File: config.mk
export PLATFORM = sky130hd
export DESIGN_NAME = decode_stage
export DESIGN_NICKNAME = d
export VERILOG_FILES = /design/src/rtl/silver_isa_pkg.sv /design/src/rtl/silver_pipe_pkg.sv /design/src/rtl/decode_stage.sv
export SDC_FILE = /design/constraint.sdc
export NUM_CORES = 1
export LEC_CHECK = 0
export ABC_CLOCK_PERIOD_IN_PS = 3700
export BUFFER_PORTS_ARGS = -buffer_cell sky130_fd_sc_hd__buf_4
export CAP_MARGIN = 20
export CORE_AREA = 8 8 153 155
export CTS_CLUSTER_SIZE = 14
export DETAILED_ROUTE_END_ITERATION = 6
export DIE_AREA = 0 0 161 163
export PLACE_DENSITY_LB_ADDON = 0.25
export SLEW_MARGIN = 25
export SYNTH_ARGS = -nofsm -noshare
export SYNTH_HDL_FRONTEND = slang
export SYNTH_SLANG_ARGS = --single-unit
export TNS_END_PERCENT = 10
File: constraint.sdc
create_clock -name clk -period 3.7 [get_ports clk]
set_input_delay 0.185 -clock clk [delete_from_list [all_inputs] [get_ports clk]]
set_output_delay 0.185 -clock clk [all_outputs]
set_load 0.005 [all_outputs]
File: src/rtl/silver_isa_pkg.sv
package silver_isa_pkg;

   typedef logic [31:0] word_t;
   typedef logic [5:0]  reg_addr_t;
   typedef logic [3:0]  func_t;
   typedef logic [1:0]  in_word_t;
   typedef logic [9:0]  out_word_t;

   // decoded opcodes, raw field values where they exist
   typedef enum logic [5:0] {
      op_normal              = 6'd0,
      op_shift               = 6'd1,
      op_out                 = 6'd6,
      op_in                  = 6'd7,
      op_jump                = 6'd9,
      op_jump_if_zero        = 6'd10,
      op_jump_if_not_zero    = 6'd11,
      op_load_constant       = 6'd13,
      op_load_upper_constant = 6'd14,
      op_invalid             = 6'd15
   } opcode_t;

   typedef enum logic [3:0] {
      fn_add, fn_add_with_carry, fn_sub, fn_carry,
      fn_overflow, fn_inc, fn_dec, fn_mul,
      fn_mul_hu, fn_and, fn_or, fn_xor,
      fn_equal, fn_less, fn_lower, fn_snd
   } alu_func_t;

   // instruction word layout, msb first
   typedef struct packed {
      logic       rw_imm;  // bit 31
      reg_addr_t  rw;      // 30:25
      logic       con;     // constant flag at bit 24
      logic       ra_imm;  // bit 23
      reg_addr_t  ra;      // 22:17
      logic       rb_imm;  // bit 16
      reg_addr_t  rb;      // 15:10
      func_t      func;    // 9:6
      logic [5:0] opcode;  // 5:0
   } instr_t;

   // opcode field all ones
   localparam word_t instr_invalid = 32'h0000_003f;

endpackage

File: src/rtl/silver_pipe_pkg.sv
package silver_pipe_pkg;

   import silver_isa_pkg::*;

   typedef struct packed {
      logic   valid;
      word_t  pc;
      instr_t instr;
   } if_id_t;

   typedef struct packed {
      logic      valid;
      word_t     pc;
      opcode_t   opcode;
      alu_func_t func;
      word_t     a_val;
      word_t     b_val;
      word_t     w_val;
      reg_addr_t ra;
      reg_addr_t rb;
      reg_addr_t rw;
      logic      a_reg;   // operand came from the register file
      logic      b_reg;
      logic      w_reg;
      word_t     konst;
   } id_ex_t;

   typedef struct packed {
      logic      valid;
      opcode_t   opcode;
      reg_addr_t rw;
      logic      wr_en;
      word_t     result;
   } ex_mem_t;

   // same contents one stage later
   typedef ex_mem_t mem_wb_t;

   typedef struct packed {
      logic      en;
      reg_addr_t addr;
      word_t     data;
   } reg_write_t;

   typedef struct packed {
      logic  take;
      word_t target;
   } redirect_t;

   // operand source in execute
   typedef enum logic [1:0] {fwd_none, fwd_mem, fwd_wb} fwd_sel_t;

   // where a redirect target comes from
   typedef enum logic [1:0] {npc_step, npc_alu, npc_rel} npc_sel_t;

endpackage

File: src/rtl/decode_stage.sv
`timescale 1ns/1ns

module decode_stage (
   input  logic                       clk,
   input  logic                       rst,
   input  silver_pipe_pkg::if_id_t    if_id,
   input  silver_pipe_pkg::redirect_t redirect,
   output silver_isa_pkg::reg_addr_t  addr_a,
   output silver_isa_pkg::reg_addr_t  addr_b,
   output silver_isa_pkg::reg_addr_t  addr_w,
   input  silver_isa_pkg::word_t      data_a,
   input  silver_isa_pkg::word_t      data_b,
   input  silver_isa_pkg::word_t      data_w,
   output silver_pipe_pkg::id_ex_t    id_ex
);
   import silver_isa_pkg::*;
   import silver_pipe_pkg::*;

   instr_t  ins;
   word_t   iw;
   opcode_t opc;
   logic    use_a;
   logic    use_b;
   logic    use_w;
   id_ex_t  nxt;

   function automatic word_t sext6(input reg_addr_t f);
      return {{26{f[5]}}, f};
   endfunction

   assign ins    = if_id.instr;
   assign iw     = if_id.instr;
   assign addr_a = ins.ra;
   assign addr_b = ins.rb;
   assign addr_w = ins.rw;

   always_comb begin
      opc = op_invalid;
      if (ins.con) begin
         if (ins.rw_imm) begin
            opc = op_load_constant;
         end else if (iw[23:9] == '0) begin
            opc = op_load_upper_constant;
         end
      end else if (ins.opcode inside {op_jump_if_zero, op_jump_if_not_zero}) begin
         opc = opcode_t'(ins.opcode);  // immediate wV allowed here
      end else if (!ins.rw_imm && ins.opcode inside {op_normal, op_shift, op_out, op_in, op_jump}) begin
         opc = opcode_t'(ins.opcode);
      end
   end

   assign use_a = !(opc inside {op_in, op_load_constant, op_load_upper_constant, op_invalid});
   assign use_b = opc inside {op_normal, op_shift, op_out, op_jump_if_zero, op_jump_if_not_zero};
   assign use_w = opc inside {op_jump_if_zero, op_jump_if_not_zero, op_load_upper_constant};

   always_comb begin
      nxt.valid  = if_id.valid && opc != op_invalid && !redirect.take;
      nxt.pc     = if_id.pc;
      nxt.opcode = opc;
      if (opc inside {op_normal, op_shift, op_out, op_jump, op_jump_if_zero,
                      op_jump_if_not_zero}) begin
         nxt.func = alu_func_t'(ins.func);
      end else begin
         nxt.func = fn_and;
      end
      nxt.a_val = ins.ra_imm ? sext6(ins.ra) : data_a;
      nxt.b_val = ins.rb_imm ? sext6(ins.rb) : data_b;
      nxt.w_val = ins.rw_imm ? sext6(ins.rw) : data_w;
      nxt.ra    = ins.ra;
      nxt.rb    = ins.rb;
      nxt.rw    = ins.rw;
      nxt.a_reg = use_a && !ins.ra_imm;
      nxt.b_reg = use_b && !ins.rb_imm;
      nxt.w_reg = use_w && !ins.rw_imm;
      case (opc)
         op_load_constant:       nxt.konst = iw[23] ? -word_t'(iw[22:0]) : word_t'(iw[22:0]);
         op_load_upper_constant: nxt.konst = word_t'(iw[8:0]);  // merged in execute
         default:                nxt.konst = '0;
      endcase
   end

   always_ff @(posedge clk) begin
      id_ex <= nxt;
      if (rst) begin
         id_ex.valid <= 1'b0;
      end
   end

   a_no_valid_invalid: assert property (@(posedge clk) disable iff (rst)
      id_ex.valid |-> id_ex.opcode != op_invalid);

endmodule

## Yosys cells after proc, flatten, opt, wreduce, memory -nomap -nowiden

Index checks and enable logic that the tools add are counted.

- Register bits: 192
- Input port bits: 196

- $add $sub $neg: 1
- Equal/unequal tests: 16
- Multiplexer cells: 10
- Reduce and logical (&&, ||, !) cells: 20

Operator list:

| cell | number |
|---|---|
| $mux 32 | 4 |
| $pmux 32 s2 | 1 |
| $eq 6x4->1 const B | 9 |
| $neg 23->32 | 1 |
| $eq 6x3->1 const B | 4 |
| $mux 6 | 3 |
| $logic_not 15->1 | 1 |
| $eq 6x1->1 const B | 2 |
| $logic_not 6->1 | 2 |
| $reduce_bool 5->1 | 2 |
| $logic_and 1x1->1 | 6 |
| $ne 6x4->1 const B | 1 |
| $reduce_bool 6->1 | 1 |
| $logic_not 1->1 | 5 |
| $reduce_bool 4->1 | 1 |
| $reduce_bool 3->1 | 1 |
| $mux 2 | 1 |
| $reduce_bool 2->1 | 1 |
| $mux 1 | 1 |

## Longest topological paths before layout

Gate-level depths: netlist of run 1.

- Depth after elaboration: 10
- Mapped depth: 9

## Worst setup path after synthesis of run 1

No wires, ideal clock.

- Path type: input-to-reg
- Start: input if_id[3] (netlist bit)
- End: register id_ex[19] (netlist bit)
- Library setup time: 128 ps
- Arrival time: 2113 ps
- Required time: 3572 ps
- Slack: 1459 ps
- Stages on the path: 7
- Cells stage by stage: buf_6 > or4_4 > or4_4 > or4_4 > o41ai_4 > xor2_1 > nor2_1

RTL lines:

| element | RTL line | text |
|---|---|---|
| start, declared | decode_stage.sv:6 | `input silver_pipe_pkg::if_id_t if_id,` |
| end signal, assigned | decode_stage.sv:83 | `id_ex <= nxt;` |
| end, declared | decode_stage.sv:14 | `output silver_pipe_pkg::id_ex_t id_ex` |

==> results of run 1 <==
==> power by group <==
| group | switching (mW) | internal [mW] | leakage, nW | total, mW |
|---|---|---|---|---|
| clock | 0.955 | 0.936 | 0.301 | 1.89 |
| combinational | 0.267 | 0.432 | 3.43 | 0.699 |
| sequential | 0.0355 | 2.20 | 1.61 | 2.23 |
| total | 1.26 | 3.57 | 5.34 | 4.82 |
==> worst max-delay path, stage by stage <==
cell and delay (ns):
dlygate4sd3_1 0.54, buf_4 0.16, or3_1 0.44, or4_4 0.57, or4_4 0.48, o41ai_4 0.23, xor2_1 0.17, nor2_1 0.05
==> worst paths after layout <==
path / start / to / slack [ns] / cells past startpoint
setup / recovery: if_id[10] / id_ex[19]$_DFF_P_ / 1.15 / 8
hold / removal: data_a[27] / id_ex[144]$_DFF_P_ / 0.02 / 3
==> kinds of logic (layout without fill, tap and decap cells) <==
kind of cell    after synthesis  in the layout  synth area share
compound gates              141            141             0.135
xor+xnor                     14             14            0.0205
fa+ha+maj                     4              4           0.00837
buf+inv                     136            645            0.0979
flops                       192            192             0.643
mux                          15             15            0.0283
other cells                   1              2          0.000627
simple gates                 74             74            0.0668
==> cells in the mapped netlist, types with 2 or more instances <==
master,number
xor2_1,14
mux2_2,15
o21a_1,2
o21ai_0,95
or3_1,8
a21oi_1,19
nor4_1,4
buf_1,2
dfxtp_1,192
inv_1,89
nand3_1,4
nand2_1,12
nand2b_1,4
and2_1,4
ha_1,4
a31oi_1,2
nor3_1,3
nor2_1,20
or4_4,3
clkbuf_1,26
o31ai_1,10
or2_2,2
nand4_1,2
buf_4,18
and3_1,2
==> cell type report <==
cell class              instances  area [um^2]  share of cell area
multi-input cells             250         1560               0.142
well taps                     275          344              0.0312
repair buffers                524         4310               0.391
inverters                      89          334              0.0303
flip-flops and latches        192         3840               0.349
clock inverters                15          201              0.0183
clock buffers                  17          425              0.0386
==> per-stage QoR <==
step,hold slack [ns],power (mW),area (um^2),instances,util
final,0.0216,4.82,11000,1362,0.529
after global routing,0.00963,5.06,11000,1362,0.529
after CTS,0.00664,4.89,11000,1362,0.529
after detailed placement,0.291,2.85,8900,1181,0.427
after global placement,0.290,2.85,8900,1181,0.427
after floorplan,0.213,2.44,5980,578,-
==> layer usage <==
layer | vias to the layer above | track usage | part of all wire
met4 | 2 | 0.0661 | 0.023
met2 | 245 | 0.281 | 0.51
li1 | 2847 | - | -
met5 | - | 0 | 0.00036
met3 | 34 | 0.0710 | 0.091
met1 | 2608 | 0.170 | 0.38
==> what timing repair did <==
item                                   CTS  global route
hold buffers                           149             0
endpoints found under the hold margin  152             0
gates resized for setup                  0             0
==> metrics.txt, run 1 <==
outcome complete, no violations; Peak VDD IR ~0.28 mV; fmax between 300 and 400 MHz; Ys Warns 0; CTS tree built; DP Worst Slack 1.16 ns; Final #Nets between 1,000 and 1,500; FP Rows 53; die area 26,200 um^2; DRC viols 0; most common cell after layout, fill and taps aside buf_4; flop and latch count out of synthesis approximately 190; grt ovf 0; Synth top area share 0.643; setup bufs post-CTS 0; mapped cell area 5980 um^2; Min-Delay Path Class in2reg; initial antenna violation count 1; drt first pass iters 6; pin count of the biggest net entering global routing 61; register bank with the most flops id_ex; RSZ-0062 raised after global routing no; GRT Total Usage 0.162; Area growth syn-to-layout 84.2%; # setup viols final 0; distinct cell type count after synthesis 46; Largest regs id_ex x192; input/output buffers between 300 and 400; wire length per cell 16.2 um; CTS max path bufs 2; clk root buf clkbuf_16; P_leak 5.34 nW; dpl hpwl 15,600 um; clock slew at reported path FFs ~0.080 ns; Initial DRC Count approximately 350; clock period minus worst slack roughly 2.5 ns; register area share after synthesis 0.643; cell type with the largest total area after synthesis dfxtp_1; asr flop ratio synth 0; Final WS setup approximately 1.2 ns; share of post-route cells with drive strength above 1 0.396; PD cells ~440 nW/um^2; CTS sink cnt 192; Vias/cell 4.21; routed vias roughly 5,700; max-slew violation count 0; Fill cells approximately 1,800; WS Path Type in2reg; Max Cap Viol 0; Top Ports between 400 and 500; htree depth 4; Critical Path RT ~4.0 ns; Most used DFF post-synth dfxtp_1; Die W about 160 um; Worst Path Arrival between 2 and 3 ns; cells after synthesis 577; Starting Density 0.287; largest cells by area after synthesis dfxtp_1 (64%), o21ai_0 (8.0%), inv_1 (5.6%), mux2_2 (2.8%), buf_4 (2.3%); antenna-violating nets left 0; Post-synth EDFFs 0; total negative setup slack 0 ns; max reg flops ~190; Final Cycle Share 0.689; Routability Congestion 0.757; CTS buffer count 17; Total Wirelength approximately 22,000 um; global-route wire length before repair 33,200 um; Mapped Avg Cell Area 10.4 um^2; Slew @ Worst Pin 0.891 ns; # diodes 0; Worst Setup End Kind flop; vias in the first global route ~6,000; Critical Path Start Type primary input; Core ar. between 20,000 and 25,000 um^2; DIE HEIGHT 163 um; Slew Limit Headroom 0.404; commonest cells after routing, fill and taps aside buf_4 (375), dfxtp_1 (192), dlygate4sd3_1 (149); critical path peak fanout 7; Final Hold Viols 0
Note: power is estimated with default switching activity, not from simulation.
==> run 2, diff against run 1 <==
--- a/config.mk
+++ b/config.mk
@@ -5,13 +5,13 @@
 export SDC_FILE = /design/constraint.sdc
 export NUM_CORES = 1
 export LEC_CHECK = 0
-export ABC_CLOCK_PERIOD_IN_PS = 3700
+export ABC_CLOCK_PERIOD_IN_PS = 2400
 export BUFFER_PORTS_ARGS = -buffer_cell sky130_fd_sc_hd__buf_4
 export CAP_MARGIN = 20
-export CORE_AREA = 8 8 153 155
+export CORE_AREA = 8 8 149 151
 export CTS_CLUSTER_SIZE = 14
 export DETAILED_ROUTE_END_ITERATION = 6
-export DIE_AREA = 0 0 161 163
+export DIE_AREA = 0 0 157 159
 export PLACE_DENSITY_LB_ADDON = 0.25
 export SLEW_MARGIN = 25
 export SYNTH_ARGS = -nofsm -noshare
==> constraint.sdc (replaced) <==
create_clock -name clk -period 2.4 [get_ports clk]
set_input_delay 0.12 -clock clk [delete_from_list [all_inputs] [get_ports clk]]
set_output_delay 0.12 -clock clk [all_outputs]
set_load 0.005 [all_outputs]
==> metrics.txt, run 2 (synthesis gave the netlist of run 1 again) <==
global-route wire length before repair 33,500 um (was 33,200 um); clk root buf clkbuf_16 (unchanged); die area 25,000 um^2 (was 26,200 um^2); FP Rows 52 (was 53); Final Hold Viols 0 (unchanged); worst path cell trace dlygate4sd3_1 > or3_4 > or4_4 > or4_4 > o41ai_4 > xor2_1 > nor2_1 (was dlygate4sd3_1 > buf_4 > or3_1 > or4_4 > or4_4 > o41ai_4 > xor2_1 > nor2_1); WS Path Type in2reg (unchanged); GRT Total Usage 0.172 (was 0.162); CTS max path bufs 2 (unchanged); total negative setup slack 0 ns (unchanged); CTS buffer count 17 (unchanged); CP most frequent cell or4_4 (unchanged); Worst Path Arrival 2.64 ns (was 2.83 ns); most common cell after layout, fill and taps aside buf_4 (unchanged); P_leak 5.49 nW (was 5.34 nW); final cell count without fillers 1,375 (was 1,362); clock period minus worst slack 2.34 ns; Starting Density 0.301 (was 0.287); routed vias 5,781 (was 5,736); Worst setup startpoint if_id[4] (was if_id[10]); initial antenna violation count 0 (was 1); Worst Setup End Kind flop (unchanged); CTS sink cnt 192 (unchanged); htree depth 4 (unchanged); dpl hpwl 15,500 um (was 15,600 um); Top Ports 406 (unchanged); outcome complete, no violations (unchanged); dpl cells 1,189 (was 1,181); Die W 157 um (was 161 um); Critical Path Start Type primary input (unchanged); max reg flops 192 (unchanged); share of post-route cells with drive strength above 1 0.401 (was 0.396); Core ar. 19,800 um^2 (was 20,800 um^2); hold_sp if_id[1] (was data_a[27]); commonest cells after routing, fill and taps aside buf_4 (383), dfxtp_1 (192), dlygate4sd3_1 (149) (was buf_4 (375), dfxtp_1 (192), dlygate4sd3_1 (149)); Max Cap Viol 0 (unchanged); DRC viols 0 (unchanged); Hold Path Cell Cnt 2 (was 3); slowest CP cell dlygate4sd3_1 (was or4_4); wire length per cell 16.2 um (about the same); Peak VDD IR 0.472 mV (was 0.281 mV); Final Cycle Share 0.974; Vias/cell 4.20 (was 4.21); # diodes 0 (unchanged); max-slew violation count 0 (unchanged); Routability Congestion 0.800 (was 0.757); Slew Limit Headroom 0.477 (was 0.404); Total Wirelength 22,300 um (was 22,100 um); Final #Nets 1,292 (was 1,274); Slew @ Worst Pin 0.783 ns (was 0.891 ns); CTS tree built (unchanged); Area growth syn-to-layout 87.3% (was 84.2%); grt ovf 0 (unchanged); max incr delay on CP 0.65 ns (was 0.57 ns); register bank with the most flops id_ex (unchanged); pin count of the biggest net entering global routing 61 (unchanged); drt first pass iters 5 (was 6); Min-Delay Path Class in2reg (unchanged); antenna-violating nets left 0 (unchanged); Initial DRC Count 254 (was 352); DIE HEIGHT 159 um (was 163 um); fmax 428 MHz; vias in the first global route 6,027 (was 6,015); total power 7.40 mW (was 4.82 mW); critical path peak fanout 7 (unchanged); Critical Path RT 2.71 ns (was 3.99 ns); Largest regs id_ex x192 (unchanged); RSZ-0062 raised after global routing no (unchanged); PD cells 661 nW/um^2 (was 438 nW/um^2); Hold Crit Endpoint id_ex[1]$_DFF_P_ (was id_ex[144]$_DFF_P_); # setup viols final 0 (unchanged); input/output buffers 373 (unchanged); clock slew at reported path FFs 0.07 ns (was 0.08 ns)
-- run 2: cell types whose count changed in the layout (fill, tap and decap cells not counted) --
| cell | before | now |
|---|---|---|
| buf_4 | 375 | 383 |
| dlymetal6s4s_1 | 0 | 8 |
| clkinv_4 | 2 | 5 |
| inv_6 | 3 | 0 |
| inv_8 | 1 | 4 |
| or3_1 | 8 | 5 |
| or3_4 | 0 | 3 |
| buf_6 | 0 | 2 |
| inv_12 | 3 | 1 |
| clkinv_8 | 6 | 5 |
| nor4_2 | 1 | 0 |
| nor4_4 | 0 | 1 |
-- run 2: cell type report --
| class | instances | area [um^2] |
|---|---|---|
| timing repair buffer | 542 | 4490 |
| fill | 1694 | 8640 |
| sequential | 192 | 3840 |
| clock buffer | 17 | 425 |
| multi-input combinational | 250 | 1580 |
| clock inverter | 15 | 186 |
| tap | 270 | 338 |
| inverter | 89 | 334 |
-- run 2: timing repair --
item	in CTS	in global routing
hold endpoints to repair	167	0
buffers inserted	0	4
resized for setup	0	14
hold buffers	157	0
endpoints found under the setup margin	0	6
-- run 2: power breakdown --
part	internal [mW]	switching (mW)	leakage, nW	total (mW)
logic	0.686	0.417	3.59	1.10
registers	3.39	0.0564	1.61	3.45
clock network	1.42	1.43	0.296	2.85
-- run 2: worst max-delay path by stage --
stage | to | depth (start not counted) | slack (ns)
after global placement | id_ex[19]$_DFF_P_ | 7 | 0.07
after global routing | id_ex[19]$_DFF_P_ | 7 | 0.007
after detailed placement | id_ex[19]$_DFF_P_ | 7 | 0.07
after CTS | id_ex[19]$_DFF_P_ | 8 | 0.01
after floorplan | id_ex[19]$_DFF_P_ | 7 | 0.22
final | id_ex[19]$_DFF_P_ | 7 | 0.06
-- run 2: layer usage --
| layer | up-vias | global-route usage | part of all wire | wire (um) |
|---|---|---|---|---|
| met1 | 2627 | 0.184 | 0.38 | 8370 |
| met3 | 26 | 0.0730 | 0.11 | 2460 |
| met2 | 253 | 0.296 | 0.49 | 11000 |
| met4 | 0 | 0.0594 | 0.020 | 452 |
| li1 | 2875 | - | - | - |
| met5 | - | 0 | 0 | 0 |
-- run 2: critical path, delay by kind of cell --
family	cells	cell delay [ns]
buf+inv	1	0.65
xor+xnor	1	0.17
simple gates	4	1.39
compound gates	1	0.31
-- run 2: metrics by stage --
stage / hold slack (ns) / area (um^2) / setup WS [ns] / util
6_report: 0.0436 / 11200 / 0.0630 / 0.564
4_1_cts: 0.0142 / 11200 / 0.0107 / 0.563
5_1_grt: 0.0322 / 11200 / 0.00737 / 0.564
2_1_floorplan: 0.148 / 5980 / 0.224 / -
3_5_place_dp: 0.226 / 8990 / 0.0679 / 0.453
3_3_place_gp: 0.225 / 8990 / 0.0730 / 0.453
